`config.mk`:
```
export PLATFORM = sky130hd
export DESIGN_NAME = vec_top
export DESIGN_NICKNAME = d
export VERILOG_FILES = /design/src/vec_pkg.sv /design/src/vec_stream_if.sv /design/src/vec_decoder.sv /design/src/vec_controller.sv /design/src/vec_vfu.sv /design/src/vec_top.sv
export VERILOG_INCLUDE_DIRS = /design/src
export SDC_FILE = /design/constraint.sdc
export NUM_CORES = 2
export LEC_CHECK = 0
export BUFFER_PORTS_ARGS = -buffer_cell sky130_fd_sc_hd__buf_2
export CAP_MARGIN = 20
export CORE_ASPECT_RATIO = 0.6
export CORE_MARGIN = 2
export CORE_UTILIZATION = 50
export CTS_BUF_LIST = sky130_fd_sc_hd__clkbuf_16
export CTS_CLUSTER_DIAMETER = 40
export CTS_CLUSTER_SIZE = 10
export DETAILED_ROUTE_END_ITERATION = 10
export PLACE_DENSITY = 0.66
export SLEW_MARGIN = 10
export SYNTH_ARGS = -nofsm -noshare
export SYNTH_HDL_FRONTEND = slang
export SYNTH_HIERARCHICAL = 1
export SYNTH_SLANG_ARGS = --single-unit
```
`constraint.sdc`:
```
create_clock -name clk_i -period 10 [get_ports clk_i]
set_input_delay 1.5 -clock clk_i [delete_from_list [all_inputs] [get_ports clk_i]]
set_output_delay 1.5 -clock clk_i [all_outputs]
set_load 0.01 [all_outputs]
```
`src/vec_params.svh`:
```
//////////////////////////////////////////////////////////////////////
// Sizing defines for the vector coprocessor front end
// Vector length, register count and instruction id width
//////////////////////////////////////////////////////////////////////

`ifndef VEC_PARAMS_SVH
`define VEC_PARAMS_SVH

// Bits per vector register
`define VEC_VLEN 128

// Architectural vector registers
`define VEC_NREGS 8

// Instruction id carried from issue to result
`define VEC_ID_W 4

`endif

```
`src/vec_pkg.sv`:
```
//////////////////////////////////////////////////////////////////////
// Shared constants and types of the vector coprocessor
// vtype, decoded instruction, unit command and result
//////////////////////////////////////////////////////////////////////

`include "vec_params.svh"

package vec_pkg;

  // Derived sizes
  localparam int unsigned VLEN       = `VEC_VLEN;
  localparam int unsigned VLENB      = VLEN / 8;
  localparam int unsigned ELEN       = 32;
  localparam int unsigned NELEM      = VLEN / ELEN;
  localparam int unsigned VLMAX      = NELEM;
  localparam int unsigned NREGS      = `VEC_NREGS;
  localparam int unsigned ID_W       = `VEC_ID_W;
  localparam int unsigned ELEM_IDX_W = $clog2(NELEM);
  localparam int unsigned REG_IDX_W  = $clog2(NREGS);

  // vtype field encodings
  localparam logic [2:0] SEW_32  = 3'b010;
  localparam logic [2:0] LMUL_1  = 3'b000;
  localparam logic [2:0] LMUL_F2 = 3'b111;
  localparam logic [2:0] LMUL_F4 = 3'b110;

  typedef logic [ID_W-1:0]          id_t;
  typedef logic [ELEN-1:0]          elem_t;
  typedef logic [REG_IDX_W-1:0]     vreg_t;
  // Holds 0 up to VLMAX
  typedef logic [$clog2(VLMAX):0]   vl_t;

  typedef struct packed {
    logic       vill;
    logic [2:0] vsew;
    logic [2:0] vlmul;
  } vtype_t;

  typedef enum logic [3:0] {
    OP_VSETVLI, OP_CSRW, OP_CSRS, OP_CSRC, OP_CSRR,
    OP_VADD_VV, OP_VADD_VX, OP_VMV_VX, OP_VREDSUM
  } op_e;

  typedef enum logic {UNIT_CON, UNIT_VFU} unit_e;

  typedef enum logic [1:0] {CSR_VSTART, CSR_VL, CSR_VTYPE, CSR_VLENB} csr_e;

  typedef struct packed {
    id_t    id;
    op_e    op;
    unit_e  unit;
    csr_e   csr;
    vreg_t  vd;
    vreg_t  vs1;
    vreg_t  vs2;
    elem_t  rs1;
    vtype_t vtype;
    logic   illegal;
  } decoded_t;

  typedef struct packed {
    id_t   id;
    op_e   op;
    vreg_t vd;
    vreg_t vs1;
    vreg_t vs2;
    elem_t rs1;
    vl_t   vl;
    vl_t   vstart;
  } vfu_req_t;

  typedef struct packed {
    id_t   id;
    elem_t data;
    logic  exc;
  } result_t;

endpackage

```
`src/vec_stream_if.sv`:
```
//////////////////////////////////////////////////////////////////////
// Valid/ready stream with a typed payload
//////////////////////////////////////////////////////////////////////

`timescale 1ns/1ps

interface vec_stream_if #(
  parameter type T = logic
);

  logic valid;
  logic ready;
  // Held stable while valid is high and ready is low
  T     payload;

  modport producer (
    output valid,
    output payload,
    input  ready
  );

  modport consumer (
    input  valid,
    input  payload,
    output ready
  );

endinterface

```
`src/vec_decoder.sv`:
```
//////////////////////////////////////////////////////////////////////
// Issue stage of the vector coprocessor
// Registers one instruction and classifies its RVV encoding
//////////////////////////////////////////////////////////////////////

`timescale 1ns/1ps

module vec_decoder
  import vec_pkg::*;
(
  input  logic                  clk_i,
  input  logic                  rst_n_i,
  input  logic                  issue_valid_i,
  output logic                  issue_ready_o,
  input  logic [31:0]           issue_instr_i,
  input  elem_t                 issue_rs1_i,
  input  elem_t                 issue_rs2_i,
  input  id_t                   issue_id_i,
  vec_stream_if.producer        dec_o
);

  localparam logic [6:0]  OPC_OP_V       = 7'b1010111;
  localparam logic [6:0]  OPC_SYSTEM     = 7'b1110011;
  localparam logic [11:0] CSR_ADDR_START = 12'h008;
  localparam logic [11:0] CSR_ADDR_VL    = 12'hC20;
  localparam logic [11:0] CSR_ADDR_VTYPE = 12'hC21;
  localparam logic [11:0] CSR_ADDR_VLENB = 12'hC22;

  logic [6:0]  opcode;
  logic [2:0]  funct3;
  logic [5:0]  funct6;
  logic        vm;
  logic [4:0]  rd_f;
  logic [4:0]  rs1_f;
  logic [4:0]  rs2_f;
  logic [11:0] csr_addr;
  decoded_t    dec_d;
  decoded_t    dec_q;
  logic        valid_q;

  assign opcode   = issue_instr_i[6:0];
  assign rd_f     = issue_instr_i[11:7];
  assign funct3   = issue_instr_i[14:12];
  assign rs1_f    = issue_instr_i[19:15];
  assign rs2_f    = issue_instr_i[24:20];
  assign vm       = issue_instr_i[25];
  assign funct6   = issue_instr_i[31:26];
  assign csr_addr = issue_instr_i[31:20];

  always_comb begin : proc_decode
    dec_d         = '0;
    dec_d.id      = issue_id_i;
    dec_d.rs1     = issue_rs1_i;
    dec_d.vd      = rd_f[2:0];
    dec_d.vs1     = rs1_f[2:0];
    dec_d.vs2     = rs2_f[2:0];
    dec_d.illegal = 1'b1;
    // vsetvli immediate, reserved bits mark it ill
    dec_d.vtype   = '{vill: |issue_instr_i[30:28], vsew: issue_instr_i[25:23],
                      vlmul: issue_instr_i[22:20]};
    if (opcode == OPC_OP_V) begin
      dec_d.unit = UNIT_VFU;
      case (funct3)
        3'b111: begin
          dec_d.unit = UNIT_CON;
          dec_d.op   = OP_VSETVLI;
          if (!issue_instr_i[31]) begin
            dec_d.illegal = 1'b0;
          end
        end
        3'b000: begin
          dec_d.op      = OP_VADD_VV;
          dec_d.illegal = !(funct6 == 6'b000000 && vm &&
                            rd_f[4:3] == 2'b00 && rs1_f[4:3] == 2'b00 && rs2_f[4:3] == 2'b00);
        end
        3'b100: begin
          if (funct6 == 6'b000000) begin
            dec_d.op      = OP_VADD_VX;
            dec_d.illegal = !(vm && rd_f[4:3] == 2'b00 && rs2_f[4:3] == 2'b00);
          end else if (funct6 == 6'b010111) begin
            dec_d.op      = OP_VMV_VX;
            dec_d.illegal = !(vm && rd_f[4:3] == 2'b00 && rs2_f == 5'd0);
          end
        end
        3'b010: begin
          dec_d.op      = OP_VREDSUM;
          dec_d.illegal = !(funct6 == 6'b000000 && vm &&
                            rd_f[4:3] == 2'b00 && rs1_f[4:3] == 2'b00 && rs2_f[4:3] == 2'b00);
        end
        default: dec_d.illegal = 1'b1;
      endcase
    end else if (opcode == OPC_SYSTEM) begin
      if (csr_addr == CSR_ADDR_START && funct3[1:0] != 2'b00) begin
        dec_d.csr     = CSR_VSTART;
        dec_d.illegal = funct3[2];
        case (funct3[1:0])
          2'b01:   dec_d.op = OP_CSRW;
          2'b10:   dec_d.op = OP_CSRS;
          default: dec_d.op = OP_CSRC;
        endcase
      end else if (funct3 == 3'b010 && rs1_f == 5'd0) begin
        // Read-only vector CSRs
        dec_d.op      = OP_CSRR;
        dec_d.illegal = 1'b0;
        case (csr_addr)
          CSR_ADDR_VL:    dec_d.csr = CSR_VL;
          CSR_ADDR_VTYPE: dec_d.csr = CSR_VTYPE;
          CSR_ADDR_VLENB: dec_d.csr = CSR_VLENB;
          default:        dec_d.illegal = 1'b1;
        endcase
      end
    end
    // Illegal encodings are answered by the controller
    if (dec_d.illegal) begin
      dec_d.unit = UNIT_CON;
    end
  end

  // Accept when empty or draining this cycle
  assign issue_ready_o = !valid_q || dec_o.ready;

  always_ff @(posedge clk_i) begin
    if (!rst_n_i) begin
      valid_q <= 1'b0;
    end else if (issue_ready_o) begin
      valid_q <= issue_valid_i;
    end
  end

  always_ff @(posedge clk_i) begin
    if (issue_valid_i && issue_ready_o) begin
      dec_q <= dec_d;
    end
  end

  assign dec_o.valid   = valid_q;
  assign dec_o.payload = dec_q;

endmodule

```
`src/vec_controller.sv`:
```
//////////////////////////////////////////////////////////////////////
// Controller stage of the vector coprocessor
// Vector CSRs, vsetvli, dispatch to the unit, in-order results
//////////////////////////////////////////////////////////////////////

`timescale 1ns/1ps

module vec_controller
  import vec_pkg::*;
(
  input  logic            clk_i,
  input  logic            rst_n_i,
  vec_stream_if.consumer  dec_i,
  vec_stream_if.producer  vfu_o,
  vec_stream_if.consumer  vres_i,
  output logic            result_valid_o,
  input  logic            result_ready_i,
  output id_t             result_id_o,
  output elem_t           result_data_o,
  output logic            result_exc_o
);

  decoded_t dec;
  vl_t      vstart_q, vstart_d;
  vl_t      vl_q, vl_d;
  vtype_t   vtype_q, vtype_d;
  logic     busy_q;
  logic     res_valid_q;
  result_t  res_q, res_d;
  logic     res_free;
  logic     to_unit;
  logic     con_fire;
  logic     vfu_fire;
  logic     vres_fire;
  logic     vtype_ok;
  vl_t      vlmax;

  assign dec      = dec_i.payload;
  assign res_free = !res_valid_q || result_ready_i;
  // Arithmetic only reaches the unit with a legal vtype
  assign to_unit  = dec.unit == UNIT_VFU && !vtype_q.vill;

  ////////////////////////////////////////////////////////////////////
  // Handshakes
  ////////////////////////////////////////////////////////////////////

  // Unit results win the result register
  assign vres_i.ready  = res_free;
  assign vres_fire     = vres_i.valid && res_free;
  assign vfu_o.valid   = dec_i.valid && to_unit;
  assign vfu_o.payload = '{id: dec.id, op: dec.op, vd: dec.vd, vs1: dec.vs1, vs2: dec.vs2,
                           rs1: dec.rs1, vl: vl_q, vstart: vstart_q};
  // Local instructions wait for the unit to drain so results stay ordered
  assign dec_i.ready   = to_unit ? vfu_o.ready : (!busy_q && res_free);
  assign vfu_fire      = vfu_o.valid && vfu_o.ready;
  assign con_fire      = dec_i.valid && dec_i.ready && !to_unit;

  ////////////////////////////////////////////////////////////////////
  // CSR execution
  ////////////////////////////////////////////////////////////////////

  always_comb begin : proc_csr
    vstart_d = vstart_q;
    vl_d     = vl_q;
    vtype_d  = vtype_q;
    res_d    = res_q;
    vtype_ok = !dec.vtype.vill && dec.vtype.vsew == SEW_32 &&
               (dec.vtype.vlmul == LMUL_1 || dec.vtype.vlmul == LMUL_F2 ||
                dec.vtype.vlmul == LMUL_F4);
    case (dec.vtype.vlmul)
      LMUL_F2: vlmax = vl_t'(VLMAX >> 1);
      LMUL_F4: vlmax = vl_t'(VLMAX >> 2);
      default: vlmax = vl_t'(VLMAX);
    endcase
    if (vres_fire) begin
      res_d = vres_i.payload;
    end else if (con_fire) begin
      res_d = '{id: dec.id, data: '0, exc: 1'b0};
      if (dec.illegal || dec.unit == UNIT_VFU) begin
        res_d.exc = 1'b1;
      end else begin
        case (dec.op)
          OP_VSETVLI: begin
            vstart_d = '0;
            if (vtype_ok) begin
              vtype_d = dec.vtype;
              // An all-ones AVL also lands on vlmax here
              vl_d    = (dec.rs1 < elem_t'(vlmax)) ? vl_t'(dec.rs1) : vlmax;
            end else begin
              vtype_d = '{vill: 1'b1, default: '0};
              vl_d    = '0;
            end
            res_d.data = elem_t'(vl_d);
          end
          OP_CSRW: begin
            res_d.data = elem_t'(vstart_q);
            vstart_d   = vl_t'(dec.rs1);
          end
          OP_CSRS: begin
            res_d.data = elem_t'(vstart_q);
            vstart_d   = vstart_q | vl_t'(dec.rs1);
          end
          OP_CSRC: begin
            res_d.data = elem_t'(vstart_q);
            vstart_d   = vstart_q & ~vl_t'(dec.rs1);
          end
          OP_CSRR: begin
            case (dec.csr)
              CSR_VSTART: res_d.data = elem_t'(vstart_q);
              CSR_VL:     res_d.data = elem_t'(vl_q);
              CSR_VTYPE:  res_d.data = {vtype_q.vill, 25'b0, vtype_q.vsew, vtype_q.vlmul};
              default:    res_d.data = elem_t'(VLENB);
            endcase
          end
          default: res_d.exc = 1'b1;
        endcase
      end
    end
    // Dispatched arithmetic consumes vstart
    if (vfu_fire) begin
      vstart_d = '0;
    end
  end

  always_ff @(posedge clk_i) begin
    if (!rst_n_i) begin
      vstart_q    <= '0;
      vl_q        <= '0;
      vtype_q     <= '{vill: 1'b1, default: '0};
      busy_q      <= 1'b0;
      res_valid_q <= 1'b0;
    end else begin
      vstart_q <= vstart_d;
      vl_q     <= vl_d;
      vtype_q  <= vtype_d;
      if (vfu_fire) begin
        busy_q <= 1'b1;
      end else if (vres_fire) begin
        busy_q <= 1'b0;
      end
      if (vres_fire || con_fire) begin
        res_valid_q <= 1'b1;
      end else if (result_ready_i) begin
        res_valid_q <= 1'b0;
      end
    end
  end

  always_ff @(posedge clk_i) begin
    res_q <= res_d;
  end

  assign result_valid_o = res_valid_q;
  assign result_id_o    = res_q.id;
  assign result_data_o  = res_q.data;
  assign result_exc_o   = res_q.exc;

endmodule

```
`src/vec_vfu.sv`:
```
//////////////////////////////////////////////////////////////////////
// Vector functional unit with its register file
// Element-wise add and move, sum reduction
//////////////////////////////////////////////////////////////////////

`timescale 1ns/1ps

module vec_vfu
  import vec_pkg::*;
(
  input  logic            clk_i,
  input  logic            rst_n_i,
  vec_stream_if.consumer  req_i,
  vec_stream_if.producer  res_o
);

  typedef enum logic [1:0] {ST_IDLE, ST_RUN, ST_DONE} state_e;

  state_e                state_q;
  vfu_req_t              req_q;
  vl_t                   idx_q;
  elem_t                 acc_q;
  elem_t                 rf_q [NREGS][NELEM];
  elem_t                 elem_res;
  logic                  active;
  logic [ELEM_IDX_W-1:0] eidx;

  assign req_i.ready   = state_q == ST_IDLE;
  assign res_o.valid   = state_q == ST_DONE;
  assign res_o.payload = '{id: req_q.id, data: (req_q.op == OP_VREDSUM) ? acc_q : '0,
                           exc: 1'b0};

  // One element per cycle from vstart up to vl - 1
  assign active = state_q == ST_RUN && idx_q < req_q.vl;
  assign eidx   = idx_q[ELEM_IDX_W-1:0];

  always_comb begin : proc_elem
    case (req_q.op)
      OP_VADD_VV: elem_res = rf_q[req_q.vs2][eidx] + rf_q[req_q.vs1][eidx];
      OP_VADD_VX: elem_res = rf_q[req_q.vs2][eidx] + req_q.rs1;
      OP_VMV_VX:  elem_res = req_q.rs1;
      default:    elem_res = rf_q[req_q.vd][eidx];
    endcase
  end

  ////////////////////////////////////////////////////////////////////
  // Sequencing and register file
  ////////////////////////////////////////////////////////////////////

  always_ff @(posedge clk_i) begin
    if (!rst_n_i) begin
      state_q <= ST_IDLE;
      for (int r = 0; r < NREGS; r++) begin
        for (int e = 0; e < NELEM; e++) begin
          rf_q[r][e] <= '0;
        end
      end
    end else begin
      case (state_q)
        ST_IDLE: if (req_i.valid) state_q <= ST_RUN;
        ST_RUN: begin
          if (!active) begin
            state_q <= ST_DONE;
          end else if (req_q.op != OP_VREDSUM) begin
            rf_q[req_q.vd][eidx] <= elem_res;
          end
        end
        default: if (res_o.ready) state_q <= ST_IDLE;
      endcase
    end
  end

  // Command, element index and reduction sum
  always_ff @(posedge clk_i) begin
    if (req_i.valid && req_i.ready) begin
      req_q <= req_i.payload;
      idx_q <= req_i.payload.vstart;
      acc_q <= rf_q[req_i.payload.vs1][0];
    end else if (active) begin
      idx_q <= idx_q + 1'b1;
      acc_q <= acc_q + rf_q[req_q.vs2][eidx];
    end
  end

endmodule

```
`src/vec_top.sv`:
```
//////////////////////////////////////////////////////////////////////
// Vector coprocessor front end top level
//////////////////////////////////////////////////////////////////////

`timescale 1ns/1ps

module vec_top
  import vec_pkg::*;
(
  input  logic        clk_i,
  input  logic        rst_n_i,
  // Issue channel
  input  logic        issue_valid_i,
  output logic        issue_ready_o,
  input  logic [31:0] issue_instr_i,
  input  elem_t       issue_rs1_i,
  input  elem_t       issue_rs2_i,
  input  id_t         issue_id_i,
  // Result channel
  output logic        result_valid_o,
  input  logic        result_ready_i,
  output id_t         result_id_o,
  output elem_t       result_data_o,
  output logic        result_exc_o
);

  vec_stream_if #(.T(decoded_t)) dec_if ();
  vec_stream_if #(.T(vfu_req_t)) vfu_if ();
  vec_stream_if #(.T(result_t))  res_if ();

  vec_decoder i_decoder (
    .clk_i        (clk_i),
    .rst_n_i      (rst_n_i),
    .issue_valid_i(issue_valid_i),
    .issue_ready_o(issue_ready_o),
    .issue_instr_i(issue_instr_i),
    .issue_rs1_i  (issue_rs1_i),
    .issue_rs2_i  (issue_rs2_i),
    .issue_id_i   (issue_id_i),
    .dec_o        (dec_if.producer)
  );

  vec_controller i_controller (
    .clk_i         (clk_i),
    .rst_n_i       (rst_n_i),
    .dec_i         (dec_if.consumer),
    .vfu_o         (vfu_if.producer),
    .vres_i        (res_if.consumer),
    .result_valid_o(result_valid_o),
    .result_ready_i(result_ready_i),
    .result_id_o   (result_id_o),
    .result_data_o (result_data_o),
    .result_exc_o  (result_exc_o)
  );

  vec_vfu i_vfu (
    .clk_i  (clk_i),
    .rst_n_i(rst_n_i),
    .req_i  (vfu_if.consumer),
    .res_o  (res_if.producer)
  );

endmodule

```
# Word level (Yosys, flattened, before mapping)
# Memories as Yosys holds them, arrays and structs flattened. A register that Yosys moved wholly into a read port is not among the register bits.
# Cells that the tools add are included.
# totals
word_cells	217
out_inout_bits	39
in_bits	104
ramBits	1024
memories	1
regBits	199
# memory_table
memory	depth	word_bits	rd	rd_ports_with_merged_regs	wr	line_no	rtl
i_vfu.rf_q	8	128	4	4	8	vec_vfu.sv:23	elem_t rf_q [NREGS][NELEM];
# classes
n_reduce_logical	66
mux	70
eq_ne	30
n_bitwise	10
magnitude_cmp	4
add_sub_neg	4
# ops
op	n
$mux 128	3
$mux 32	11
$pmux 32 s3	3
$bmux 32 s2	3
$reduce_or 128->1	1
$add 32x32->32	3
$mux 37	2
$demux 32 s2	1
$eq 12x12->1 const B	3
$mux 3	11
$lt 32x3->1	1
$logic_and 1x1->1	21
$mux 1	21
$eq 4x3->1 const B	4
$mux 4	4
$eq 7x7->1 const B	2
$eq 12x4->1 const B	1
$eq 3x3->1 const B	4
$pmux 3 s4	1
$pmux 4 s3	1
$logic_not 2->1	5
$logic_not 5->1	2
$reduce_bool 2->1	5
$logic_not 1->1	9
other kinds (37)	62

# Depth between registers and ports, before layout
# depth
ltp_word	9
depth_mapped	22
depth_no_buf	16

# Hierarchy
# The synthesis kept the hierarchy.
# modules_own_cells
module	cells_each	instances	area_each_um2
vec_vfu	4749	1	69018.7
vec_controller	266	1	2782.7
vec_decoder	117	1	2177.1

# Worst setup path before layout
# Ideal clock, no wire load.
# synth_timing
kind	reg2reg
start	reg with a tool-made name
end	mem i_vfu/rf_q[0][22] (netlist bit) (data pin)
setup_slack_ps	4354
path_stages_with_launch	22
arrival_ps	5380
path_buffers	5
period_less_slack_ps	5646
cell_sequence	dfxtp_1 > buf_2 > clkbuf_1 > clkbuf_1 > buf_1 > mux4_2 > mux4_2 > mux2i_1 > o21ai_0 > ha_1 > inv_1 > fa_1 > nor2b_1 > o31a_1 > o21a_1 > o31a_1 > a21oi_1 > nand2_1 > mux2i_1 > a2111oi_2 > clkbuf_1 > nor2_1
# synth_rtl
element	line_no
end: declaration	vec_vfu.sv:23

==> metrics.md <==
| Metric | Value |
|---|---|
| Status | completed |
| Antenna viol nets, final | 0 |
| Starting density of the core | 50.3% |
| Setup_tns | 0 ps |
| Slew Viols, Final | 0 |
| Max Root-Sink Buffers | 3 |
| FF-to-FF setup slack | 2670 ps |
| WP data required | 10510 ps |
| Hold crit path type | flip-flop to flip-flop |
| DP Cell Count | 6775 |
| Register area share after synthesis | 49.6% |
| H-tree Lvls | 4 |
| First-pass GRT wire length | 381 mm |
| Crit end category | flip-flop |
| Number of flops mapped to enable cells by yosys | 1205 |
| Hold_buf cts | 0 |
| Most numerous cell in the Yosys netlist | edfxtp_1 |
| Clock sink total | 1232 |
| Drt drc | 0 |
| Synth top cells by count | 1205 x edfxtp_1, 1093 x nor2_1, 1012 x mux4_2 |
| Cell Pwr Density | 149 nW/um^2 |
| Initial antenna violation count | 11 |
| Worst Max-Slew Pin Slew | 1210 ps |
| Met1 Wirelength | 100 mm |
| Final setup violation count | 0 |
| Global-route total usage across every layer | 36.4% |
| Non-Filler Instances | 7038 |
| Period utilization | 73.3% |
| Top Layer Used | met5 |
| Clock Power Share | 44.1% |
| Vias | 52700 |
| Layout net count | 5170 |
| CTS tree | yes |
| DR vias/cell | 7.49 |
| Final worst slack | 2670 ps |
| Total chip power | 12.1 mW |
| Max Freq | 136 MHz |
| Largest net degree at the start of global routing | 107 |
| Placed Area | 76400 um^2 |
| CTS-repair resized insts | 0 |
| RSZ-0062 raised after global routing | false |
| Worst skew pair latency | 810 ps |
| R2R depth | 18 |
| Met2 Wirelength | 106 mm |
| Netlist cell types | 89 |
| Final Cell Area | 81200 um^2 |
| Ratio of cells with drive above 1 in the final layout | 31.7% |
| Yosys top cell area share | 48.9% |
| Post-Syn Nets | 5308 |
| P_sw | 2.92 mW |
| Post CTS Setup Buffer Count | 0 |
| Critical Path Start Type | flip-flop |
| WHS Path Cells | 2 |
| Root buf cell | clkbuf_16 |
| Internal Pwr Total | 9.20 mW |
| Synth top area cells | edfxtp_1 49%, mux4_2 31%, nor2_1 5.5% |
| Global route overflow | 0 |
| Fin util | 55.2% |
| Arrival @ worst endpoint | 7840 ps |
| Core box area | 147000 um^2 |
| Max_cap viols | 0 |
| Worst slew margin | 19.0% |
| First drt pass iteration count | 7 |
| Die height | 302 um |
| Reg power frac | 49.2% |
| Post-Syn Area | 74000 um^2 |
| TritonCTS Buffers | 158 |
| Fraction of registers with async set/reset | 0% |
| Crit-path max FO | 52 |
| Post-layout min period | 7330 ps |
| CTS clk-pin slew, worst paths | 60 ps |
| P_leak | 27.9 nW |
| Vias in the first global route | 49400 |
| Wire per inst | 39.0 um |
| Mapped Avg Cell Area | 14.4 um^2 |
| Drt initial violations | 9975 |
| Min Hold Slack | 447 ps |
| VDD IR max | 0.000128 V |
| Routability Congestion | 0.948 |
| Combinational power share | 6.7% |
| Post-detail-place hpwl | 161 mm |
| Dpl ws | 2950 ps |
| # IOs | 143 |
| Sw Ratio | 24.1% |
| Die area | 151000 um^2 |
| Primary FF master, synth | edfxtp_1 |
| Syn. warnings | 6 |
| FF+latch count, synth | 1232 |
| CP Class | flip-flop to flip-flop |
| Area grow syn2layout | 9.70% |
| Biggest area consumer among synthesized cells | edfxtp_1 |
| Quantity of I/O buffers inserted on ports | 110 |
| Crit Reg-Reg Endpoint | i_vfu/rf_q[2][20] |
| Overall routed net length | 275 mm |
| Gate Count Post-Synth | 5132 |
| Rows | 109 |
| Die X-Extent | 501 um |
| Hold path start | i_vfu/req_q[41] |
| Final hold vios | 0 |
| WL met3 | 60.1 mm |
| Clock Skews | 37.9 ps |
==> state kept, by name, summed over array words and instances, names as in the netlist, named ones only <==
| name | cells |
|---|---|
| i_controller/result_exc_o | 1 |
| i_decoder/dec_o.valid | 1 |
| i_controller/result_valid_o | 1 |
| i_vfu/idx_q | 3 |
| i_vfu/rf_q | 1024 |
| i_controller/vtype_q | 7 |
| i_controller/result_id_o | 4 |
| i_vfu/res_o.payload | 4 |
| i_vfu/acc_q | 32 |
| i_vfu/req_q | 48 |
| i_decoder/dec_o.payload | 57 |
| i_controller/vstart_q | 3 |
| i_controller/busy_q | 1 |
| i_vfu/state_q | 2 |
| i_controller/result_data_o | 32 |
| i_controller/vl_q | 3 |
==> cell families (layout without fill, tap and decap cells) <==
group                      after synthesis  in the layout  synth area share (%)
buffers and inverters                  582            540                  3.48
and+or+nand+nor                       1709           1709                  9.63
muxes                                 1100           1100                  32.0
xor gates and xnor gates                47             47                 0.556
AOI/OAI and AO/OA                      389            389                  3.43
adders and majority gates               72             72                  1.24
other                                    1              7               0.00507
DFF                                   1232           1232                  49.6
==> worst max-delay path by stage <==
stage / from / to / depth (start not counted)
2_1_floorplan: flip-flop / i_vfu/rf_q[0][22] / 21
6_report: flip-flop / i_vfu/rf_q[2][20] / 18
3_3_place_gp: flip-flop / i_vfu/rf_q[0][20] / 18
5_1_grt: flip-flop / i_vfu/rf_q[3][20] / 18
3_5_place_dp: flip-flop / i_vfu/rf_q[2][20] / 18
4_1_cts: flip-flop / i_vfu/rf_q[2][20] / 18
==> final cells by class <==
| cell class | count | area, um^2 |
|---|---|---|
| diodes | 6 | 15.0 |
| clock buffers | 161 | 4030 |
| clock inverters | 95 | 699 |
| fillers | 11700 | 65900 |
| inverters | 27 | 111 |
| multi-input cells | 3318 | 35300 |
| flip-flops and latches | 1232 | 36800 |
| well taps | 1942 | 2430 |
| repair buffers | 257 | 1820 |
==> layout by cell type (no fill, tap or decap), types with 10 or more instances in the layout <==
master | Yosys | layout
nor2b_1 | 14 | 14
inv_1 | 27 | 61
buf_2 | 125 | 110
a221oi_4 | 0 | 14
nor4_1 | 12 | 12
nand4_1 | 18 | 18
edfxtp_1 | 1205 | 1205
a31oi_1 | 12 | 10
a211oi_1 | 14 | 14
o21a_1 | 17 | 17
a21oi_1 | 96 | 90
clkbuf_16 | 0 | 161
nand2_1 | 371 | 304
o21ai_0 | 103 | 103
dfxtp_1 | 27 | 18
buf_12 | 0 | 13
nand2_4 | 0 | 23
ha_1 | 70 | 70
and2_1 | 44 | 43
xor2_1 | 18 | 18
nor2_1 | 1093 | 1091
a21o_1 | 24 | 24
mux2i_1 | 79 | 79
or3_1 | 13 | 13
nand3_1 | 25 | 25
buf_4 | 57 | 133
a22oi_1 | 11 | 11
clkinv_1 | 0 | 14
and3_1 | 39 | 39
clkinv_2 | 0 | 14
nand2_2 | 0 | 44
nand2b_1 | 21 | 21
o211ai_1 | 11 | 11
xnor2_1 | 29 | 29
mux4_2 | 1012 | 1012
==> metal layers <==
metal,vias up,GRT usage (%)
met5,-,0
met4,12,10.1
met3,610,22.6
met2,5196,46.2
met1,26900,51.5
li1,20000,-
==> worst max-delay path, cell delays in order, from the launching register on <==
cell	delay, ps
dfxtp_4	940
buf_12	440
mux4_2	600
mux4_2	630
mux2i_1	380
o21ai_0	150
ha_1	300
inv_1	100
fa_1	230
nor2b_1	80
o31a_1	260
o21a_1	200
o31a_1	340
a21oi_1	530
nand2_1	260
xor2_1	230
a221oi_4	680
buf_4	420
nor2_1	90
==> power by group through the flow <==
stage / sequential, mW / clock [mW] / combinational (mW)
floorplan: 6.01 / 0 / 0.487
global placement: 6.04 / 0 / 0.763
detailed placement: 6.05 / 0 / 0.769
CTS: 5.95 / 5.37 / 0.772
global route: 5.97 / 5.59 / 0.822
finish: 5.96 / 5.35 / 0.808
Power figures use the tool's default switching activity.
